===== src/rtl/isa_pkg.sv =====
// instruction-side types for the load/store unit; imported by every module that sees requests.
`default_nettype none

package isa_pkg;

    typedef logic [31:0] word_t;

    // memory opcodes handled by the memory stage.
    typedef enum logic [3:0] {
        OP_NONE = 4'd0,
        LB      = 4'd1,
        LBU     = 4'd2,
        LH      = 4'd3,
        LHU     = 4'd4,
        LW      = 4'd5,
        SB      = 4'd6,
        SH      = 4'd7,
        SW      = 4'd8
    } mem_op_t;

    // opcode class masks, one bit per opcode value.
    localparam logic [15:0] is_load_op  = 16'b0000_0000_0011_1110;
    localparam logic [15:0] is_store_op = 16'b0000_0001_1100_0000;

    typedef struct packed {
        logic    valid;
        mem_op_t op;
        word_t   src1;
        word_t   src2;
        word_t   wd;
    } lsu_req_t;

    typedef struct packed {
        logic    valid;
        mem_op_t op;
        word_t   addr;
        word_t   wd;
        logic    misalign;
    } lsu_stage_t;

    typedef struct packed {
        logic  valid;
        word_t data;
        logic  misalign;
        word_t addr;
    } lsu_wb_t;

endpackage

`default_nettype wire


===== src/rtl/bus_pkg.sv =====
// data-bus types and issue states; imported by modules that drive or read the data bus.
`default_nettype none

package bus_pkg;

    import isa_pkg::*;

    localparam int BYTE_LANES = 4;

    typedef logic [BYTE_LANES-1:0] strb_t;

    // valid is a level, held until the response strobe.
    typedef struct packed {
        logic  valid;
        logic  write;
        word_t addr;
        strb_t strb;
        word_t wdata;
    } dbus_req_t;

    typedef struct packed {
        logic  valid;
        word_t rdata;
    } dbus_resp_t;

    typedef enum logic [1:0] {
        ST_IDLE = 2'd0,
        ST_WAIT = 2'd1,
        ST_DONE = 2'd2
    } lsu_state_t;

endpackage

`default_nettype wire


===== src/rtl/agu.sv =====
// address unit: forms the effective address, flags misalignment and holds the memory-stage op.
`timescale 1ns/1ns
`default_nettype none

module agu
    import isa_pkg::*;
(
    input  logic       clk,
    input  logic       resetn,
    input  lsu_req_t   req,
    input  logic       done,
    input  logic       busy,
    output lsu_stage_t stage
);

    word_t      addr_sum;
    logic       misalign;
    lsu_stage_t stage_next;

    // wraps past 32 bits.
    assign addr_sum = req.src1 + req.src2;

    always_comb begin
        case (req.op)
            LH, LHU, SH: begin
                misalign = addr_sum[0];
            end
            LW, SW: begin
                misalign = |addr_sum[1:0];
            end
            default: begin
                misalign = 1'b0;
            end
        endcase
    end

    assign stage_next = '{
        valid:    1'b1,
        op:       req.op,
        addr:     addr_sum,
        wd:       req.wd,
        misalign: misalign
    };

    // only valid is cleared; the rest is payload.
    always_ff @(posedge clk) begin
        if (!resetn) begin
            stage.valid <= 1'b0;
        end else if (req.valid && !busy) begin
            stage <= stage_next;
        end else if (done) begin
            stage.valid <= 1'b0;
        end
    end

    // requester must wait for busy to drop.
    a_no_strobe_while_busy: assert property (
        @(posedge clk) disable iff (!resetn) busy |-> !req.valid
    );

endmodule

`default_nettype wire


===== src/rtl/load_align.sv =====
// load aligner: picks the addressed byte or halfword from the response and extends it.
`timescale 1ns/1ns
`default_nettype none

module load_align
    import isa_pkg::*;
(
    input  lsu_stage_t stage,
    input  word_t      rdata,
    output word_t      data
);

    logic [7:0]  byte_sel;
    logic [15:0] half_sel;

    always_comb begin
        case (stage.addr[1:0])
            2'b00: begin
                byte_sel = rdata[7:0];
            end
            2'b01: begin
                byte_sel = rdata[15:8];
            end
            2'b10: begin
                byte_sel = rdata[23:16];
            end
            default: begin
                byte_sel = rdata[31:24];
            end
        endcase
    end

    // addr[0] is zero for any halfword that reaches the bus.
    assign half_sel = stage.addr[1] ? rdata[31:16] : rdata[15:0];

    always_comb begin
        case (stage.op)
            LB: begin
                data = {{24{byte_sel[7]}}, byte_sel};
            end
            LBU: begin
                data = {24'b0, byte_sel};
            end
            LH: begin
                data = {{16{half_sel[15]}}, half_sel};
            end
            LHU: begin
                data = {16'b0, half_sel};
            end
            default: begin
                data = rdata;
            end
        endcase
    end

endmodule

`default_nettype wire


===== src/rtl/lsu.sv =====
// load/store unit top: connects the address unit, both aligners and the issue controller.
`timescale 1ns/1ns
`default_nettype none

module lsu
    import isa_pkg::*;
    import bus_pkg::*;
(
    input  logic       clk,
    input  logic       resetn,
    input  lsu_req_t   req,
    output logic       busy,
    output dbus_req_t  dbus_req,
    input  dbus_resp_t dbus_resp,
    output lsu_wb_t    wb
);

    lsu_stage_t stage;
    word_t      wdata;
    strb_t      strb;
    word_t      load_data;
    logic       done;

    agu i_agu (
        .clk    (clk),
        .resetn (resetn),
        .req    (req),
        .done   (done),
        .busy   (busy),
        .stage  (stage)
    );

    store_align i_store_align (
        .stage (stage),
        .wdata (wdata),
        .strb  (strb)
    );

    load_align i_load_align (
        .stage (stage),
        .rdata (dbus_resp.rdata),
        .data  (load_data)
    );

    lsu_issue i_lsu_issue (
        .clk       (clk),
        .resetn    (resetn),
        .stage     (stage),
        .wdata     (wdata),
        .strb      (strb),
        .load_data (load_data),
        .dbus_resp (dbus_resp),
        .dbus_req  (dbus_req),
        .wb        (wb),
        .done      (done),
        .busy      (busy)
    );

endmodule

`default_nettype wire


===== src/rtl/lsu_issue.sv =====
// issue controller: FSM that turns the stage and aligner outputs into bus requests and writeback.
`timescale 1ns/1ns
`default_nettype none

module lsu_issue
    import isa_pkg::*;
    import bus_pkg::*;
(
    input  logic       clk,
    input  logic       resetn,
    input  lsu_stage_t stage,
    input  word_t      wdata,
    input  strb_t      strb,
    input  word_t      load_data,
    input  dbus_resp_t dbus_resp,
    output dbus_req_t  dbus_req,
    output lsu_wb_t    wb,
    output logic       done,
    output logic       busy
);

    lsu_state_t state;
    lsu_state_t state_next;
    word_t      wb_data;
    logic       issue;

    // aligned op just entered the stage.
    assign issue = (state == ST_IDLE) && stage.valid && !stage.misalign;

    always_comb begin
        state_next = state;
        case (state)
            ST_IDLE: begin
                if (stage.valid) begin
                    state_next = stage.misalign ? ST_DONE : ST_WAIT;
                end
            end
            ST_WAIT: begin
                if (dbus_resp.valid) begin
                    state_next = ST_DONE;
                end
            end
            default: begin
                state_next = ST_IDLE;
            end
        endcase
    end

    always_ff @(posedge clk) begin
        if (!resetn) begin
            state <= ST_IDLE;
        end else begin
            state <= state_next;
        end
    end

    // stores and misaligned ops write back zero.
    always_ff @(posedge clk) begin
        if (state == ST_WAIT && dbus_resp.valid) begin
            wb_data <= is_load_op[stage.op] ? load_data : '0;
        end else if (state == ST_IDLE && stage.valid && stage.misalign) begin
            wb_data <= '0;
        end
    end

    always_comb begin
        dbus_req.valid = issue || (state == ST_WAIT);
        dbus_req.write = is_store_op[stage.op];
        dbus_req.addr  = {stage.addr[31:2], 2'b00};
        dbus_req.strb  = strb;
        dbus_req.wdata = wdata;
    end

    always_comb begin
        wb.valid    = (state == ST_DONE);
        wb.data     = wb_data;
        wb.misalign = stage.misalign;
        wb.addr     = stage.addr;
    end

    assign done = (state == ST_DONE);
    assign busy = stage.valid;

    a_resp_only_in_wait: assert property (
        @(posedge clk) disable iff (!resetn) dbus_resp.valid |-> state == ST_WAIT
    );

    a_req_has_stage: assert property (
        @(posedge clk) disable iff (!resetn) dbus_req.valid |-> stage.valid
    );

endmodule

`default_nettype wire


===== src/rtl/store_align.sv =====
// store aligner: moves store data into its byte lanes and builds the matching byte strobes.
`timescale 1ns/1ns
`default_nettype none

module store_align
    import isa_pkg::*;
    import bus_pkg::*;
(
    input  lsu_stage_t stage,
    output word_t      wdata,
    output strb_t      strb
);

    always_comb begin
        wdata = '0;
        strb  = '0;
        case (stage.op)
            SB: begin
                wdata = {24'b0, stage.wd[7:0]} << {stage.addr[1:0], 3'b000};
                strb  = strb_t'(1'b1) << stage.addr[1:0];
            end
            SH: begin
                if (stage.addr[1]) begin
                    wdata = {stage.wd[15:0], 16'b0};
                    strb  = 4'b1100;
                end else begin
                    wdata = {16'b0, stage.wd[15:0]};
                    strb  = 4'b0011;
                end
            end
            SW: begin
                wdata = stage.wd;
                strb  = '1;
            end
            default: begin
                wdata = '0;
                strb  = '0;
            end
        endcase

        // an aligned store always writes at least one lane.
        if (stage.valid && is_store_op[stage.op] && !stage.misalign) begin
            assert (strb != '0)
                else $error("aligned store with empty byte strobe");
        end
    end

endmodule

`default_nettype wire


===== config.mk =====
export PLATFORM = sky130hd
export DESIGN_NAME = lsu
export DESIGN_NICKNAME = d
export VERILOG_FILES = /design/src/rtl/isa_pkg.sv /design/src/rtl/bus_pkg.sv /design/src/rtl/agu.sv /design/src/rtl/load_align.sv /design/src/rtl/lsu.sv /design/src/rtl/lsu_issue.sv /design/src/rtl/store_align.sv
export SDC_FILE = /design/constraint.sdc
export NUM_CORES = 1
export LEC_CHECK = 0
export ABC_CLOCK_PERIOD_IN_PS = 6920
export BUFFER_PORTS_ARGS = -buffer_cell sky130_fd_sc_hd__buf_2
export CAP_MARGIN = 5
export CORE_ASPECT_RATIO = 0.9
export CORE_UTILIZATION = 49
export CTS_BUF_LIST = sky130_fd_sc_hd__clkbuf_16
export DETAILED_ROUTE_END_ITERATION = 10
export HOLD_SLACK_MARGIN = 0.06
export PLACE_DENSITY = 0.81
export SYNTH_ARGS = -nofsm -noshare
export SYNTH_HDL_FRONTEND = slang
export SYNTH_SLANG_ARGS = --single-unit

===== constraint.sdc =====
create_clock -name clk -period 6.92 [get_ports clk]
set_clock_uncertainty 0.15 [all_clocks]
set_input_delay 0.692 -clock clk [delete_from_list [all_inputs] [get_ports clk]]
set_output_delay 0.692 -clock clk [all_outputs]
set_load 0.02 [all_outputs]

[After elaboration in Yosys (flattened, before gate mapping)]
Memories as Yosys holds them, arrays and structs flattened. A register that Yosys moved wholly into a read port is not among the register bits.
Index checks and enable logic that the tools add are counted.
Storage, ports and cells
  memories: 2
  bits in registers: 104
  memory bits (read-only): 32
  bits in writable memories: 0
  latch bits: 0
  output and inout bits: 137
  logic and storage cells: 69
Memories
  (name not given): words 16, bits a word 1, read ports 1, clocked after Yosys merged registers in 1, wr ports 0, RTL line lsu_issue.sv:68  | dbus_req.write = is_store_op[stage.op];
  (name not given): words 16, bits a word 1, read ports 1, clocked after Yosys merged registers in 1, wr ports 0, RTL line lsu_issue.sv:60  | wb_data <= is_load_op[stage.op] ? load_data : '0;
Cells by class
  reductions and logical operators: 17
  multiplexer cells: 21
  $mul: 0
  order comparisons: 1
  bitwise gates (word level): 0
  equal/unequal tests: 18
  add/sub/neg operators: 1
  div/mod/pow operators: 0
  shift operators: 2
Operator list (number)
  32-bit two-way mux: 4
  32-bit one-hot mux with 4 select lines: 1
  32-bit one-hot mux with 3 select lines: 1
  32-bit adder: 1
  8-bit by 5-bit left shift with 32-bit output: 1
  4-bit by 3-bit == test with 1-bit output (second input constant): 6
  8-bit one-hot mux with 3 select lines: 1
  16-bit two-way mux: 1
  4-bit by 2-bit == test with 1-bit output (second input constant): 3
  4-bit two-way mux: 3
  4-bit one-hot mux with 3 select lines: 1
  4-bit == test (second input constant): 2
  2-bit two-way mux: 3
  1-bit logical AND: 5
  4-bit by 5-bit < comparator with 1-bit output (second input constant): 1
  2-bit by 1-bit == test with 1-bit output (second input constant): 2
  2-bit == test (second input constant): 2
  4-bit by 1-bit == test with 1-bit output (second input constant): 1
  2-bit zero test: 2
  1-bit two-way mux: 4
  2-bit inequality test (second input constant): 2
  2-bit one-hot mux with 2 select lines: 1
  2-bit AND reduction: 2
  2-bit nonzero test: 2
  other kinds (6): 8

[Depth between registers and ports, before layout]
Gate-level depths: netlist of run 1.
  depth in word-level cells: 5
  gate-level depth with buffers: 10

[Cells and area by module]
A second synthesis of run 1 with hierarchy kept.
Unflattened totals
  cell total of the unflattened synthesis: 688
  area total of the unflattened synthesis: 7709.9 µm²
Modules (own cells, without submodules)
  agu: area an instance 3759.9 µm², cells an instance 303, sequential area each 2092.0 µm², times used 1
  lsu_issue: area an instance 2453.6 µm², cells an instance 196, sequential area each 1001.0 µm², times used 1
  load_align: area an instance 1021.0 µm², cells an instance 120, sequential area each 0.0 µm², times used 1
  store_align: area an instance 475.5 µm², cells an instance 69, sequential area each 0.0 µm², times used 1

[Worst setup path before layout of run 1]
Ideal clock, no wire load.
  path type: input -> register
  start: input port resetn
  end: register, netlist name dbus_req[68]
  path buffers: 0
  data required time: 6.712 ns
  path slack: 3.976 ns
  arrival time: 2.736 ns
  setup time: 0.058 ns
  stages: 5
  path through: nand3b_1 -> inv_1 -> nand3_1 -> o211ai_1 -> o21a_1
RTL lines
  start: declaration: RTL line lsu.sv:10  | input logic resetn,

==> results of run 1 <==
==> cell usage after synthesis, types with 9 or more instances <==
| library cell | instances |
|---|---|
| a22o_1 | 17 |
| o21ai_0 | 34 |
| clkbuf_1 | 25 |
| a21oi_1 | 66 |
| o21ai_1 | 9 |
| xnor2_1 | 16 |
| xor2_1 | 15 |
| inv_1 | 15 |
| a221oi_1 | 9 |
| mux2i_1 | 9 |
| edfxtp_1 | 101 |
| a21o_1 | 11 |
| nor2b_1 | 11 |
| buf_4 | 66 |
| ha_1 | 31 |
| buf_2 | 9 |
| nand2_1 | 69 |
| nor2_1 | 47 |
==> layout make-up <==
type                    count  share of cell area
multi-input cells         462               0.373
clock inverters             6             0.00942
diodes                      2            0.000618
well taps                 168              0.0259
flip-flops and latches    106               0.387
clock buffers               9              0.0278
inverters                  15             0.00695
repair buffers            273               0.170
==> metrics by stage <==
stage | cell area (um2) | total power, mW | setup WS (ns) | hold slack [ns]
6_report | 8100 | 1.71 | 3.42 | 0.366
5_1_grt | 8100 | 1.78 | 3.22 | 0.359
4_1_cts | 8100 | 1.72 | 3.42 | 0.362
3_5_place_dp | 7800 | 1.20 | 3.63 | 0.359
3_3_place_gp | 7800 | 1.20 | 3.73 | 0.353
2_1_floorplan | 6870 | 1.10 | 3.98 | 0.408
==> registers in the layout, indices dropped and copies added, names as in the netlist, named ones only <==
name and count:
i_lsu_issue.state 2, i_lsu_issue.wb_data 32, i_agu.stage 70, dbus_req 1
==> routing by layer <==
layer	global-route usage	part of all wire	vias up
li1	-	-	2827
met1	0.285	0.40	2769
met2	0.423	0.50	293
met3	0.0407	0.075	44
met4	0.0849	0.024	4
met5	0	0.0014	-
==> worst register-to-register path, delay by kind of cell, from the launching register on <==
| family | cells | cell delay [ns] |
|---|---|---|
| AO/OA/AOI/OAI | 3 | 0.51 |
| flip-flops | 1 | 0.56 |
| AND/OR/NAND/NOR | 4 | 1.21 |
==> power by group through the flow <==
| stage | Clock, mW | Combinational, mW | Sequential [mW] |
|---|---|---|---|
| final | 0.518 | 0.406 | 0.786 |
| after global routing | 0.552 | 0.441 | 0.790 |
| after CTS | 0.526 | 0.404 | 0.786 |
| after detailed placement | 0 | 0.403 | 0.800 |
| after global placement | 0 | 0.396 | 0.800 |
| after floorplan | 0 | 0.288 | 0.810 |
==> worst max path at each step <==
| stage | slack [ns] | cells after the start | to |
|---|---|---|---|
| floorplan | 3.98 | 5 | dbus_req[68] |
| global placement | 3.73 | 10 | i_agu.stage[61] |
| detailed placement | 3.63 | 10 | i_agu.stage[61] |
| CTS | 3.42 | 5 | dbus_req[15] |
| global route | 3.22 | 5 | dbus_req[6] |
| finish | 3.42 | 5 | dbus_req[6] |
==> logic make-up after synthesis <==
group	share of synthesized area
fa+ha+maj	0.0594
other cells	0.000546
mux	0.0164
xor+xnor	0.0395
flops	0.456
buf+inv	0.105
compound gates	0.203
simple gates	0.120
==> results.cfg, run 1 <==
[status]
status = complete, no violations

[layout]
nFillCells = 1153
utilization = 0.600
fin_cells = 1041
final_cell_mix = buf_2, edfxtp_1, nand2_1
final_common_cell = buf_2
area_delta_synth_final_pct = 17.9
drive_above_1_share = 0.356
multi_input_area_um2 = 3020
seqCellArea_um2 = 3130
final_nets = 1035

[yosys]
ys.flop_type = edfxtp_1
yosysWarningCount = 0
yosysTopAreaCellShare = 0.441
postSynthCellCount = 686
synthArstFlopShare = 0
synth_edf_count = 101
syn-cell-area_um2 = 6870
yosys.cell_types.count = 63
synth_area_per_cell_um2 = 10.0
synth-seq-area-share = 0.456
synthTopCellsByArea = edfxtp_1, buf_4, ha_1
ys_ff_latch = 106
yosysTopAreaCell = edfxtp_1

[min_path]
hp-class = reg2reg
min_to = i_agu.stage[69]
hp-start = i_agu.stage[69]
hold_path_depth = 2

[setup_path]
crit_fanout = 21
reg2reg_from = i_agu.stage[65]
reg2reg_to = i_lsu_issue.wb_data[5]
critical_path_class = reg2out
slowest_delay_ns = 0.65
cp.arrival_ns = 2.66
crit_path_start = i_agu.stage[65]
path_cells = nor3_2 > and2_1 > a21oi_1 > nor2b_1 > buf_2
cpMaxStageDelayCell = and2_1
rrSetupSlack_ns = 4.20
crit_family = simple AND/OR/NAND/NOR gates
worst_setup_path_start_kind = register
cp.required_ns = 6.08
critical_path_buf_inv_count = 1
r2r_cells = 7
cp-end-kind = primary output

[sta]
max_freq_mhz = 286
hold_violations = 0
final.setup.tns_ns = 0
slew_violations = 0
worst_pin_slew_ns = 1.10
period_share = 0.506
period_minus_slack_ns = 3.50
setup_viol = 0
rsz0062_at_grt = false
max-slew-margin-rel = 0.261

[power_and_ir_drop]
p_seq_frac = 0.460
power_frac_comb = 0.237
vdd_drop_max_v = 0.000102
clkPwrFrac = 0.303
p_leak_nw = 3.59
p_sw_mw = 0.510
swShare = 0.298
intPower_mw = 1.20
p_per_area_nw_per_um2 = 211

[clock_tree]
htreeDepth = 3
clock_latency_ns = 0.34
cts_resized = 0
cts_buffer_depth = 2
cts_made_buffers = 9
cts_root_buf = clkbuf_16
post_cts_buffers = 0
clock_sinks = 106
hold_buffers = 0
tritoncts = yes
clkTransAtPathRegs_ns = 0.07

[route]
drc = 0
first_pass_iters = 5
wl_um = 17700
post_drt_wl_per_cell_um = 17.0
drtAntennaViolNets = 0
via_count = 5937
vias_per_cell = 5.70
first_iter_violations = 422

[floorplanning]
die_w_um = 127
die_h_um = 114
die_area_um2 = 14500
core_area_um2 = 13500
start_util = 0.508
ios = 273
rows = 40

[global_routing]
antenna_found_initial = 4
gr-total-overflow = 0
grt_util_all_layers = 0.236
grt_pass1_wl_um = 26600
grt_start_max_net_pins = 72
grt_pass1_vias = 5385

[flow_run]
drv_cap = 0

[placement]
place_hpwl_um = 13700
portBuffers = 270
dp.cells = 1024
place_congestion = 0.959
Power figures use the tool's default switching activity.
==> inputs of run 2 (changes only) <==
- ABC_CLOCK_PERIOD_IN_PS: 6920 -> 3000
- CORE_UTILIZATION: 49 -> 45
- PLACE_DENSITY: 0.81 -> 0.78
- clock period: 6.92 -> 3 ns (I/O delays scaled with it)
==> run 2 against run 1 <==
  * First-iteration DRC count is 20% lower
  * Hold slack got worse by 0.28 ns
  * Sequential share of layout area decreased by 1.9 points
  * Worst setup slack worse by 3.2 ns
  * Final area rose by 5.3%
  * Flip-flop and latch count is the same
  * Wire length increased by 3.9%
==> results.cfg, run 2 (synthesis results as in run 1) <==
[route]
first_iter_violations = 337
vias_per_cell = 5.42
first_pass_iters = 5
via_count = 6019
wl_um = 18400
drc = 0
drtAntennaViolNets = 0
post_drt_wl_per_cell_um = 16.5

[layout]
final_common_cell = buf_2
nFillCells = 1281
top_register = i_agu.stage
final_nets = 1076
final_cell_mix = buf_2, edfxtp_1, nand2_1
diodes = 0
largest_register_ff_count = 70
layout_top_registers = i_agu.stage (70), i_lsu_issue.wb_data (32), i_lsu_issue.state (2)
area_delta_synth_final_pct = 24.2
drive_above_1_share = 0.347

[power_and_ir_drop]
power_mw = 3.91
p_sw_mw = 1.19
swShare = 0.305
intPower_mw = 2.72
clkPwrFrac = 0.285
vdd_drop_max_v = 0.000246
p_leak_nw = 3.76
power_frac_comb = 0.251
p_per_area_nw_per_um2 = 458
p_seq_frac = 0.464

[global_routing]
antenna_found_initial = 0
grt_start_max_net_pins = 72
grt_pass1_vias = 5642
grt_util_all_layers = 0.234
gr-total-overflow = 0
grt_pass1_wl_um = 28700

[placement]
portBuffers = 270
pre_cts_ws_ns = 0.304
place_hpwl_um = 13500
place_congestion = 0.906

[min_path]
hp-class = in2reg

[setup_path]
cp.arrival_ns = 2.34
crit_family = simple AND/OR/NAND/NOR gates
critical_path_class = reg2out
path_cells = nor3_2 > and2_1 > a21o_2 > a22o_1 > buf_2
slowest_delay_ns = 0.58
worst_setup_path_start_kind = register
cp.required_ns = 2.55
cpMaxStageDelayCell = edfxtp_1
crit_fanout = 12
critical_path_buf_inv_count = 1
cp-end-kind = primary output

[sta]
max-slew-margin-rel = 0.307
period_share = 0.930
worst_pin_slew_ns = 1.03
hold_violations = 0
max_freq_mhz = 358
period_minus_slack_ns = 2.79
fin_ws_ns = 0.210
slew_violations = 0
setup_viol = 0
final.setup.tns_ns = 0
rsz0062_at_grt = false

[floorplanning]
rows = 42
die_w_um = 132
start_util = 0.464
die_h_um = 119
die_area_um2 = 15800
core_area_um2 = 14800
ios = 273

[clock_tree]
clock_latency_ns = 0.35
cts_root_buf = clkbuf_16
clkTransAtPathRegs_ns = 0.07
cts_made_buffers = 9
clock_sinks = 106
htreeDepth = 3
tritoncts = yes
cts_buffer_depth = 2

[status]
status = complete, no violations

[flow_run]
drv_cap = 0
[run 2: cell types whose count changed in the layout (fill, tap and decap cells not counted), moves of 2 or more]
cell,delta
inv_6,+2
inv_8,-2
diode_2,-2
buf_4,+4
dlygate4sd3_1,+36
[run 2: final cells by class]
| class | instances | area [um2] | share of cell area |
|---|---|---|---|
| Clock buffer | 9 | 225 | 0.0264 |
| Timing Repair Buffer | 314 | 1780 | 0.209 |
| Multi-Input combinational cell | 462 | 3030 | 0.356 |
| Tap cell | 198 | 248 | 0.0290 |
| Clock inverter | 7 | 51.3 | 0.00601 |
| Sequential cell | 106 | 3130 | 0.367 |
| Inverter | 15 | 56.3 | 0.00660 |
[run 2: repair_timing]
| action | 4_1_cts | 5_1_grt |
|---|---|---|
| endpoints found under the hold margin | 36 | 0 |
| gates resized for setup | 0 | 3 |
| endpoints found under the setup margin | 0 | 12 |
| buffers inserted | 0 | 0 |
| hold buffers | 36 | 0 |
[run 2: worst reg2reg max path, delay by kind of cell (launching register included)]
kind	cells	cell delay, ns
simple gates	4	1.09
compound gates	3	0.49
flops	1	0.58
[run 2: final timing paths]
path | startpoint | end | slack, ns | depth (start not counted)
max | i_agu.stage[65] | dbus_req[12] | 0.21 | 5
min | resetn | i_agu.stage[69] | 0.08 | 3
max reg2reg | i_agu.stage[65] | i_lsu_issue.wb_data[4] | 0.42 | 7
min reg2reg | i_agu.stage[69] | i_agu.stage[69] | 0.38 | 2
[run 2: metal layers]
metal | global-route usage | part of all wire | vias up
met5 | 0 | 0 | -
li1 | - | - | 2908
met2 | 0.411 | 0.51 | 329
met1 | 0.278 | 0.39 | 2743
met4 | 0.0884 | 0.020 | 0
met3 | 0.0570 | 0.081 | 39
[run 2: per-stage QoR]
step                hold slack (ns)  std cells   util  area (um2)
floorplan                     0.249        687      -        6870
global placement              0.327       1059  0.532        7880
detailed placement            0.328       1059  0.532        7880
CTS                          0.0675       1111  0.575        8520
global route                 0.0911       1111  0.576        8530
finish                       0.0836       1111  0.576        8530
[run 2: power by group through the flow]
stage               Sequential, mW  Clock (mW)  Combinational (mW)
floorplan                     1.87           0               0.665
global placement              1.84           0               0.922
detailed placement            1.84           0               0.934
CTS                           1.81        1.15               0.975
global route                  1.82        1.20                1.07
finish                        1.81        1.11               0.982
==> inputs of run 3 (changes only) <==
- SETUP_SLACK_MARGIN: not set -> 0.4
==> run 3 against run 2 <==
  * Via count increased by 2.4%
  * Highest routed layer unchanged
  * Critical path depth is 1 higher
  * Wire length rose by 2.7%
  * Final area increased by 1.5%
  * Non-clock buffer count is 9 higher
  * Utilization is 0.85 points higher
==> results.cfg, run 3 (synthesis results as in run 1) <==
[route]
first_pass_iters = 5
drc = 0
drtAntennaViolNets = 0
via_count = 6161
first_iter_violations = 275
post_drt_wl_per_cell_um = 16.8
wl_um = 18900
vias_per_cell = 5.50

[layout]
drive_above_1_share = 0.357
nFillCells = 1296
diodes = 0
final_common_cell = buf_2
final_cell_mix = buf_2, edfxtp_1, nand2_1
fin_area_um2 = 8660
largest_register_ff_count = 70
seqCellArea_um2 = 3130
final_nets = 1085
multi_input_area_um2 = 3050
area_delta_synth_final_pct = 26.0
top_register = i_agu.stage
layout_top_registers = i_agu.stage (70), i_lsu_issue.wb_data (32), i_lsu_issue.state (2)

[sta]
final.setup.tns_ns = 0
period_minus_slack_ns = 2.60
max_freq_mhz = 385
fin_ws_ns = 0.403
max-slew-margin-rel = 0.288
worst_pin_slew_ns = 1.06
hold_violations = 0
setup_viol = 0
slew_violations = 0
whs_ns = 0.138
rsz0062_at_grt = true
period_share = 0.866

[setup_path]
cp.arrival_ns = 2.15
cp.required_ns = 2.55
cp-end-kind = primary output
critical_path_class = reg2out
critical_path_buf_inv_count = 1
worst_setup_path_start_kind = register
cpMaxStageDelayCell = edfxtp_1
path_cells = nand2_1 > or2_2 > nor2_1 > a21o_2 > a22o_1 > buf_2
slowest_delay_ns = 0.44
crit_fanout = 9
crit_family = simple AND/OR/NAND/NOR gates

[power_and_ir_drop]
clkPwrFrac = 0.311
vdd_drop_max_v = 0.000324
p_seq_frac = 0.443
intPower_mw = 2.89
power_frac_comb = 0.246
power_mw = 4.08
p_leak_nw = 3.82
p_per_area_nw_per_um2 = 471
p_sw_mw = 1.20
swShare = 0.293

[global_routing]
grt_util_all_layers = 0.242
gr-total-overflow = 0
grt_start_max_net_pins = 55
grt_pass1_vias = 5839
antenna_found_initial = 0
grt_pass1_wl_um = 29500

[clock_tree]
htreeDepth = 3
clkTransAtPathRegs_ns = 0.07
clock_sinks = 106
clock_latency_ns = 0.35
cts_buffer_depth = 2
cts_root_buf = clkbuf_16
cts_made_buffers = 9
tritoncts = yes

[status]
status = complete, no violations

[placement]
place_hpwl_um = 13700
pre_cts_ws_ns = 0.105
place_congestion = 0.899
place_area_um2 = 7900
portBuffers = 270

[floorplanning]
rows = 42
start_util = 0.464
die_w_um = 132
die_h_um = 119
die_area_um2 = 15800
core_area_um2 = 14800
ios = 273

[flow_run]
drv_cap = 0

[min_path]
hp-class = in2reg
## run 3: cell types whose count changed in the layout (fill, tap and decap cells not counted), sizes merged
cell / change
dlygate4sd3: +1
inv: -1
buf: +8
clkinv: -2
bufinv: +2
clkinvlp: +1
## run 3: power groups by stage
stage | clock, mW | sequential, mW | combinational (mW)
finish | 1.27 | 1.81 | 1.00
global route | 1.35 | 1.82 | 1.09
CTS | 1.29 | 1.81 | 0.988
detailed placement | 0 | 1.84 | 0.935
global placement | 0 | 1.84 | 0.923
floorplan | 0 | 1.87 | 0.666
## run 3: layout make-up
| cell class | instances | area share |
|---|---|---|
| sequential | 106 | 0.362 |
| multi-input combinational | 462 | 0.352 |
| timing repair buffer | 323 | 0.214 |
| tap | 198 | 0.0286 |
| clock buffer | 9 | 0.0260 |
| clock inverter | 7 | 0.0107 |
| inverter | 15 | 0.00694 |
## run 3: final timing paths
kind | end | startpoint | slack [ns] | depth (start not counted)
hold reg to reg | i_agu.stage[69] | i_agu.stage[69] | 0.37 | 2
hold / removal | i_lsu_issue.state[0] | dbus_resp[32] | 0.14 | 4
setup / recovery | dbus_req[13] | i_agu.stage[67] | 0.40 | 6
setup reg to reg | i_lsu_issue.wb_data[12] | i_agu.stage[34] | 0.63 | 6
## run 3: layer usage
metal	vias to the layer above	part of all wire	track usage
li1	2924	-	-
met1	2866	0.39	0.286
met2	334	0.50	0.424
met3	37	0.082	0.0481
met4	0	0.027	0.108
met5	-	0	0
## run 3: worst min-delay path, delay by kind of cell
| family | cells | cell delay, ns |
|---|---|---|
| buffers and inverters | 2 | 0.17 |
| and+or+nand+nor | 1 | 0.07 |
| AOI/OAI and AO/OA | 1 | 0.06 |
## run 3: what timing repair did
action | in CTS | in global routing
gates cloned | 0 | 0
pin swaps | 0 | 1
endpoints found under the hold margin | 37 | 0
resized for setup | 4 | 4
hold buffers | 37 | 0
buffers inserted | 6 | 1
setup endpoints to repair | 36 | 22
## run 3: stage by stage
step	std cells	utilization
floorplan	687	-
global placement	1060	0.533
detailed placement	1060	0.533
CTS	1119	0.583
global route	1120	0.584
finish	1120	0.584
